--- config.mk ---
export PLATFORM = sky130hd
export DESIGN_NAME = load_store_cpu
export DESIGN_NICKNAME = d
export VERILOG_FILES = /design/src/cpu_pkg.sv /design/src/address_unit.sv /design/src/data_registers.sv /design/src/load_store_control.sv /design/src/load_store_cpu.sv
export SDC_FILE = /design/constraint.sdc
export NUM_CORES = 1
export LEC_CHECK = 0
export ABC_AREA = 1
export BUFFER_PORTS_ARGS = -buffer_cell sky130_fd_sc_hd__buf_2
export CORE_UTILIZATION = 59
export DETAILED_ROUTE_END_ITERATION = 8
export GPL_TIMING_DRIVEN = 0
export PLACE_DENSITY_LB_ADDON = 0.05
export SLEW_MARGIN = 5
export SYNTH_ARGS = -nofsm -noshare
export SYNTH_HDL_FRONTEND = slang
export SYNTH_HIERARCHICAL = 1
export SYNTH_SLANG_ARGS = --single-unit
--- constraint.sdc ---
create_clock -name clk -period 4.6 [get_ports clk]
set_input_delay 0.46 -clock clk [delete_from_list [all_inputs] [get_ports clk]]
set_output_delay 0.46 -clock clk [all_outputs]
set_load 0.01 [all_outputs]
--- src/cpu_pkg.sv ---
/*
 * cpu package
 * shared widths, the load opcodes and the control word that the
 * sequencer hands to the datapath of the accumulator cpu
 */
`default_nettype none

package cpu_pkg;

    // one byte on the read bus and in every data register
    typedef logic [7:0] data_t;

    // byte address held in pc and mar
    typedef logic [7:0] addr_t;

    // load group opcodes
    // bit 0 picks direct addressing and bit 1 picks register b
    typedef enum logic [7:0] {
        LDA_IMM = 8'h10,  // a <= next byte
        LDA_DIR = 8'h11,  // a <= mem[next byte]
        LDB_IMM = 8'h12,  // b <= next byte
        LDB_DIR = 8'h13   // b <= mem[next byte]
    } opcode_e;

    // control word, one strobe set per sequencer state
    // all fields are single cycle level strobes
    typedef struct packed {
        logic ir_load;   // capture opcode from read data
        logic mar_load;  // mar takes the selected source
        logic mar_src;   // 0 pc, 1 memory read data
        logic pc_inc;    // pc + 1
        logic a_load;    // a from read data
        logic b_load;    // b from read data
    } ctrl_t;

    // width of the control word, handy when probing it as a vector
    localparam int CTRL_W = $bits(ctrl_t);

    // mar source select values
    localparam logic MAR_FROM_PC  = 1'b0;
    localparam logic MAR_FROM_MEM = 1'b1;

endpackage

`default_nettype wire

--- src/address_unit.sv ---
/*
 * address unit
 * program counter and memory address register. mar drives the memory
 * address and loads from pc or from read data for direct operands
 */
`default_nettype none

module address_unit import cpu_pkg::*; #(
    parameter addr_t reset_pc = '0  // first opcode address
) (
    input  wire logic  clk,
    input  wire logic  reset,
    input  wire ctrl_t ctrl,
    input  wire data_t rd_data,   // operand byte for direct addressing
    output addr_t      mem_addr
);

    addr_t pc;
    addr_t mar;

    always_ff @(posedge clk or negedge reset) begin
        if (!reset) begin
            pc <= reset_pc;
        end else if (ctrl.pc_inc) begin
            pc <= pc + addr_t'(1);  // wraps at 0xff
        end
    end

    always_ff @(posedge clk or negedge reset) begin
        if (!reset) begin
            mar <= '0;
        end else if (ctrl.mar_load) begin
            // pc for opcode and operand fetch, read data for the data address
            mar <= (ctrl.mar_src == MAR_FROM_MEM) ? addr_t'(rd_data) : pc;
        end
    end

    assign mem_addr = mar;  // memory always reads at mar

    // sequencer never steps pc in a mar load cycle, so mar sees a stable pc
    pc_mar_apart: assert property (
        @(posedge clk) disable iff (!reset)
        !(ctrl.pc_inc && ctrl.mar_load)
    ) else $error("pc_inc and mar_load high together");

endmodule

`default_nettype wire

--- src/data_registers.sv ---
/*
 * data registers
 * instruction register and the a and b accumulators, all loaded from
 * the memory read bus on their strobes and held otherwise
 */
`default_nettype none

module data_registers import cpu_pkg::*; (
    input  wire logic  clk,
    input  wire logic  reset,
    input  wire ctrl_t ctrl,
    input  wire data_t rd_data,
    output data_t      ir,      // opcode for the sequencer
    output data_t      reg_a,
    output data_t      reg_b
);

    always_ff @(posedge clk or negedge reset) begin
        if (!reset) begin
            ir <= '0;
        end else if (ctrl.ir_load) begin
            ir <= rd_data;  // end of fetch_2
        end
    end

    always_ff @(posedge clk or negedge reset) begin
        if (!reset) begin
            reg_a <= '0;
            reg_b <= '0;
        end else begin
            if (ctrl.a_load)
                reg_a <= rd_data;  // last execute cycle
            if (ctrl.b_load)
                reg_b <= rd_data;
        end
    end

    // the read bus carries one byte per cycle, so only one register may take it
    one_rd_sink: assert property (
        @(posedge clk) disable iff (!reset)
        $onehot0({ctrl.ir_load, ctrl.a_load, ctrl.b_load})
    ) else $error("more than one register loading rd_data");

endmodule

`default_nettype wire

--- src/load_store_control.sv ---
/*
 * load/store control unit
 * moore sequencer for fetch, decode and execute of the four load
 * instructions. one state per cycle, each state drives one control word
 * unknown opcodes fall straight back to fetch and act as a one byte nop
 */
`default_nettype none

module load_store_control import cpu_pkg::*; (
    input  wire logic  clk,
    input  wire logic  reset,
    input  wire data_t ir,    // opcode captured in fetch_2
    output ctrl_t      ctrl   // strobes to address unit and data registers
);

    typedef enum logic [3:0] {
        fetch_0,  // mar <= pc
        fetch_1,  // pc++ while memory reads opcode
        fetch_2,  // ir <= rd_data
        decode,
        imm_0,    // mar <= pc (operand address)
        imm_1,    // pc++
        imm_2,    // a/b <= operand
        dir_0,    // mar <= pc
        dir_1,    // pc++
        dir_2,    // mar <= operand
        dir_3     // a/b <= mem[operand]
    } state_e;

    state_e state, next_state;
    logic   dest_b;  // destination of the running load, set at decode

    always_ff @(posedge clk or negedge reset) begin
        if (!reset) begin
            state  <= fetch_0;
            dest_b <= 1'b0;
        end else begin
            state <= next_state;
            if (state == decode)
                dest_b <= ir[1];  // 0x12/0x13 target b
        end
    end

    // transition function
    always_comb begin
        next_state = state;
        case (state)
            fetch_0: next_state = fetch_1;
            fetch_1: next_state = fetch_2;
            fetch_2: next_state = decode;
            decode: begin
                case (ir)
                    LDA_IMM, LDB_IMM: next_state = imm_0;
                    LDA_DIR, LDB_DIR: next_state = dir_0;
                    default:          next_state = fetch_0;  // skip unknown opcode
                endcase
            end
            imm_0:   next_state = imm_1;
            imm_1:   next_state = imm_2;
            imm_2:   next_state = fetch_0;
            dir_0:   next_state = dir_1;
            dir_1:   next_state = dir_2;
            dir_2:   next_state = dir_3;
            dir_3:   next_state = fetch_0;
            default: next_state = fetch_0;
        endcase
    end

    // output decode, current state only
    always_comb begin
        ctrl = '0;
        case (state)
            fetch_0, imm_0, dir_0: begin
                ctrl.mar_load = 1'b1;
                ctrl.mar_src  = MAR_FROM_PC;
            end
            fetch_1, imm_1, dir_1: ctrl.pc_inc = 1'b1;  // memory busy, step pc
            fetch_2:               ctrl.ir_load = 1'b1;
            dir_2: begin
                // operand byte on rd_data becomes the data address
                ctrl.mar_load = 1'b1;
                ctrl.mar_src  = MAR_FROM_MEM;
            end
            imm_2, dir_3: begin
                ctrl.a_load = !dest_b;
                ctrl.b_load = dest_b;
            end
            default: ;  // decode holds everything
        endcase
    end

    // only one destination register per instruction
    a_b_exclusive: assert property (
        @(posedge clk) disable iff (!reset)
        !(ctrl.a_load && ctrl.b_load)
    ) else $error("a_load and b_load high together");

    // decode is a single cycle, whatever ir holds
    decode_one_cycle: assert property (
        @(posedge clk) disable iff (!reset)
        (state == decode) |=> (state != decode)
    ) else $error("decode lasted more than one cycle");

endmodule

`default_nettype wire

--- src/load_store_cpu.sv ---
/*
 * load/store cpu top
 * 8-bit accumulator cpu front end. connects the sequencer, the address
 * unit and the data registers to an external read-only memory
 */
`default_nettype none

module load_store_cpu import cpu_pkg::*; #(
    parameter addr_t reset_pc = '0  // pc after reset
) (
    input  wire logic  clk,
    input  wire logic  reset,
    input  wire data_t rd_data,   // memory read data, one cycle after mem_addr
    output addr_t      mem_addr,
    output data_t      reg_a,
    output data_t      reg_b
);

    ctrl_t ctrl;  // control word from the sequencer
    data_t ir;    // current opcode back to the sequencer

    load_store_control control_i (
        .clk   (clk),
        .reset (reset),
        .ir    (ir),
        .ctrl  (ctrl)
    );

    // pc and mar
    address_unit #(
        .reset_pc (reset_pc)
    ) address_i (
        .clk      (clk),
        .reset    (reset),
        .ctrl     (ctrl),
        .rd_data  (rd_data),
        .mem_addr (mem_addr)
    );

    // ir, a and b
    data_registers data_i (
        .clk     (clk),
        .reset   (reset),
        .ctrl    (ctrl),
        .rd_data (rd_data),
        .ir      (ir),
        .reg_a   (reg_a),
        .reg_b   (reg_b)
    );

endmodule

`default_nettype wire

# [Word-level counts from Yosys, hierarchy flattened]
# Cells that the tools add are included.
[op_classes] n_eq_ne=14 addsub=1 muxes=7 reduce_logical=7
[op_table] op="4-bit one-hot mux with 9 select lines" n=1
[op_table] op="8-bit by 5-bit == test with 1-bit output, second input constant" n=4
[op_table] op="4-bit by 3-bit == test with 1-bit output, second input constant" n=4
[op_table] op="4-bit == test, second input constant" n=3
[op_table] op="8-bit by 1-bit adder with 8-bit output, second input constant" n=1
[op_table] op="4-bit by 2-bit == test with 1-bit output, second input constant" n=2
[op_table] op="8-bit 2-to-1 mux" n=1
[op_table] op="3-bit one-hot mux with 2 select lines" n=1
[op_table] op="2-bit OR reduction" n=3
[op_table] op="3-bit OR reduction" n=2
[op_table] op="4-bit by 1-bit == test with 1-bit output, second input constant" n=1
[op_table] op="4-bit zero test" n=1
[op_table] op="2-bit one-hot mux with 2 select lines" n=1
[op_table] op="1-bit 2-to-1 mux" n=2
[op_table] op="2-bit 2-to-1 mux" n=1
[op_table] op="1-bit zero test" n=1
[word_totals] regBits=45 inputBits=10 elab_cells=36 output_inout_bits=24

# [Longest topological paths before layout]
[depth] word_depth=4 depth_mapped=10 depth_no_buf=10

# [Hierarchy]
# Netlist, hierarchy kept.
[modules_own_cells] mod="data_registers" area_each_um2=915.9 cells_per_inst=102 instances=1 seq_area_each_um2=600.6
[modules_own_cells] mod="address_unit" area_each_um2=742.0 cells_per_inst=84 instances=1 seq_area_each_um2=400.4
[modules_own_cells] mod="load_store_control" area_each_um2=321.6 cells_per_inst=48 instances=1 seq_area_each_um2=125.1

# [Least setup slack after synthesis]
# OpenSTA, ideal clock, no wires.
[synth_timing] path_kind="register to register" startpoint="reg control_i.state[1]" endpoint="reg address_i.pc[7]" arrival_ns=1.363 setup_time_ns=0.113 synth_period_minus_slack_ns=1.475 n_path_buf=0 stages_incl_launch_ff=9 path_slack_ns=3.125 required_ns=4.487 cell_sequence="dfrtp_1 -> inv_2 -> nand2_1 -> o21ai_0 -> nand2_1 -> nor2_4 -> nand3_1 -> nand2_1 -> inv_1"
[synth_rtl] item="start, declared" line_no="load_store_control.sv:30" text="state_e state, next_state;"
[synth_rtl] item="start signal, assigned" line_no="load_store_control.sv:35" text="state <= fetch_0;"
[synth_rtl] item="start signal, assigned" line_no="load_store_control.sv:38" text="state <= next_state;"
[synth_rtl] item="end signal, assigned" line_no="address_unit.sv:23" text="pc <= reset_pc;"
[synth_rtl] item="end signal, assigned" line_no="address_unit.sv:25" text="pc <= pc + addr_t'(1);"
[synth_rtl] item="end, declared" line_no="address_unit.sv:18" text="addr_t pc;"

==> impl_metrics.tcl <==
set metrics [dict create \
    status "finished, final reports clean" \
    globalRouteOverflowTotal 0 \
    synthSimpleGateAreaFrac_pct 29.52 \
    post-route-min-period_ns 1.704 \
    drtIter0Drc 86 \
    reg2reg_to "address_i/pc[7]" \
    port_buffers 33 \
    reg2reg_depth 8 \
    start_util_pct 63.28 \
    worstHoldPathType "primary input to async pin" \
    tightest_slew_ns 0.9645 \
    drv_cap 0 \
    drcViolationCount 0 \
    clk_latency_ns 0.35 \
    cts_root_buffer "clkbuf_4" \
    crit_type "register to register" \
    antenna_left 0 \
    synth_area_leaders "dfrtp_1 (57%), nand2_1 (21%), nor2_1 (3.4%)" \
    area_growth_pct 15.42 \
    power_leakage_nw 1.166 \
    grt_pass1_wl_um 6223 \
    synth-seq-area-share_pct 56.89 \
    fmax_mhz 586.8 \
    drive_above_1_share_pct 22.18 \
    period_share_pct 37.04 \
    cts_buffers 5 \
    grt.total_usage_pct 24.29 \
    cts_tree "built" \
    hold_viol 0 \
    cp-end-kind "register" \
    slew_viol_final 0 \
    crit_path_max_incr_delay_ns 0.45 \
    avgSynthCellArea_um2 8.459 \
    yosysTopAreaCell "dfrtp_1" \
    vdd_drop_max_mv 0.3581 \
    crit_chain "inv_2 -> nand2_1 -> o21ai_0 -> nand2_1 -> nor2_4 -> nand3_1 -> nand2_1 -> inv_1" \
    syn_nets 245 \
    register_area_um2 1126 \
    start_kind "register" \
    rsz0062_at_grt "false" \
    synth_seq_cells 45 \
    synth_top_family_by_area "simple AND/OR/NAND/NOR gates" \
    routed_via_density 4.987 \
    firstDrtPassIters 4 \
    final_cell_mix "nand2_1 (110), dfrtp_1 (45), buf_2 (34)" \
    synth_xor_area_share_pct 1.770 \
    core-area_um2 3128 \
    setup_tns_ns 0 \
    synthCells 234 \
    netlist.area_leader.share_pct 56.89 \
    wl_per_cell_um 11.78 \
    vias 1591 \
    place_area_um2 2200 \
    cp-startpoint "control_i/state[1]" \
    cpMaxStageDelayCell "o21ai_0" \
    rows 20 \
    die_y_um 59.92 \
    num_antenna_cells 0 \
    fp.dieArea_um2 3590 \
    cts_sinks 45 \
    finalWirelength_um 3757 \
    crit_path_end "address_i/pc[7]" \
    h-tree-depth 2 \
    yosysUniqueCellTypes 24 \
    crit_fanout 5 \
    synth_compound_area_share_pct 4.425 \
    hpwl_um 2640 \
    cts_hold_buffers 0 \
    clockBufferDepth 2 \
    multi_input_area_um2 730.7 \
    fill_cells 259 \
    worstPathArrival_ns 1.96 \
    layout_commonest_cell "nand2_1" \
    clkTransAtPathRegs_ns 0.12 \
    io_pins 34 \
    crit_top_cell "nand2_1" \
    fin_area_um2 2285 \
    final_net_count 285 \
    r2r_setup_slack_ns 2.90 \
    grt_pass1_vias 1366 \
    cts_resized 0 \
    power_density_nw_per_um2 614.8 \
    antenna_found_initial 0 \
    postCtsSetupRepairBufs 0 \
    slew_headroom_pct 35.70 \
    yosys.area_share.adder_pct 0.6321 \
    finalPower_mw 1.405 \
    synthMuxAreaShare_pct 0.5689 \
    required_ns 4.86 \
    setup_viol_count_final 0 \
    timing.rr.start "control_i/state[1]" \
    gp_congestion 0.7690 \
    finClkSkew_ns 0.009820 \
    ys_warn_count 6 \
    die_x_um 59.92 \
    synth_area_um2 1979 \
    grt_max_degree 46 \
]
## sequential cells by signal (all words and copies together) (netlist names)
signal              cells
data_i/reg_a            8
data_i/ir               8
address_i/mem_addr      8
control_i/dest_b        1
control_i/state         4
data_i/reg_b            8
address_i/pc            8
## kinds of logic after synthesis
kind of cell,after synthesis
multiplexers,1
adder cells (fa/ha/maj),1
XOR/XNOR,4
AND/OR/NAND/NOR,143
AO/OA/AOI/OAI,15
buffers and inverters,25
flip-flops,45
## per-stage QoR
step / worst slack, ns / util (%) / hold slack, ns / cells
2_1_floorplan: 3.125 / - / 0.1644 / 234
3_3_place_gp: 2.941 / 70.32 / 0.4483 / 311
3_5_place_dp: 2.907 / 70.32 / 0.4532 / 311
4_1_cts: 2.888 / 73.04 / 0.2671 / 319
5_1_grt: 2.652 / 73.04 / 0.3078 / 319
6_report: 2.896 / 73.04 / 0.2419 / 319
## layout make-up
type                       instances  area share, %
clock buffer                       7          2.410
sequential                        45          49.29
tap                               44          2.410
buffer                             6          2.245
clock inverter                     1          1.314
timing repair buffer              33          7.229
inverter                          19          3.122
multi-input combinational        164          31.98
## worst max-delay path, delay by kind of cell, from the launching register on
family | cells | cell delay [ns]
AO/OA/AOI/OAI | 1 | 0.45
flip-flops | 1 | 0.44
AND/OR/NAND/NOR | 5 | 0.57
buffers and inverters | 2 | 0.15
## cells in the mapped netlist
cell type  number
inv_1          14
a31oi_1         8
a21oi_1         1
buf_4           1
nand3_2         2
o211ai_1        1
nand3_1         4
nor2_2          4
mux2_2          1
nor2_1         18
o21ai_0         1
xnor2_1         1
o21ai_1         4
nand3b_1        2
dfrtp_1        45
xor2_1          3
inv_2           5
ha_1            1
nand2_1       110
nand2_2         2
nor2_4          1
buf_2           1
clkbuf_2        1
buf_6           3
## report_power, final
part / total [mW] / internal, mW / leakage [nW] / switching, mW
combinational: 0.499 / 0.209 / 0.615 / 0.290
sequential: 0.656 / 0.547 / 0.506 / 0.109
clock: 0.250 / 0.130 / 0.0455 / 0.120
## per-layer routing
layer / vias up / track usage (%) / wire length, um
li1: 804 / - / -
met1: 724 / 34.43 / 1891
met2: 56 / 35.71 / 1573
met3: 7 / 6.277 / 230
met4: 0 / 9.635 / 61
met5: - / 0 / 0
## worst min path at each step
stage | startpoint | endpoint | slack (ns) | cells past startpoint
after floorplan | reset | address_i/mem_addr[0] | 0.16 | 0
after global placement | data_i/reg_a[2] | data_i/reg_a[2] | 0.45 | 2
after detailed placement | data_i/reg_b[3] | data_i/reg_b[3] | 0.45 | 2
after CTS | reset | data_i/reg_b[1] | 0.27 | 1
after global routing | reset | data_i/reg_b[1] | 0.31 | 1
final | reset | data_i/reg_a[3] | 0.24 | 1
No activity file was read; power rests on OpenSTA's default activity.
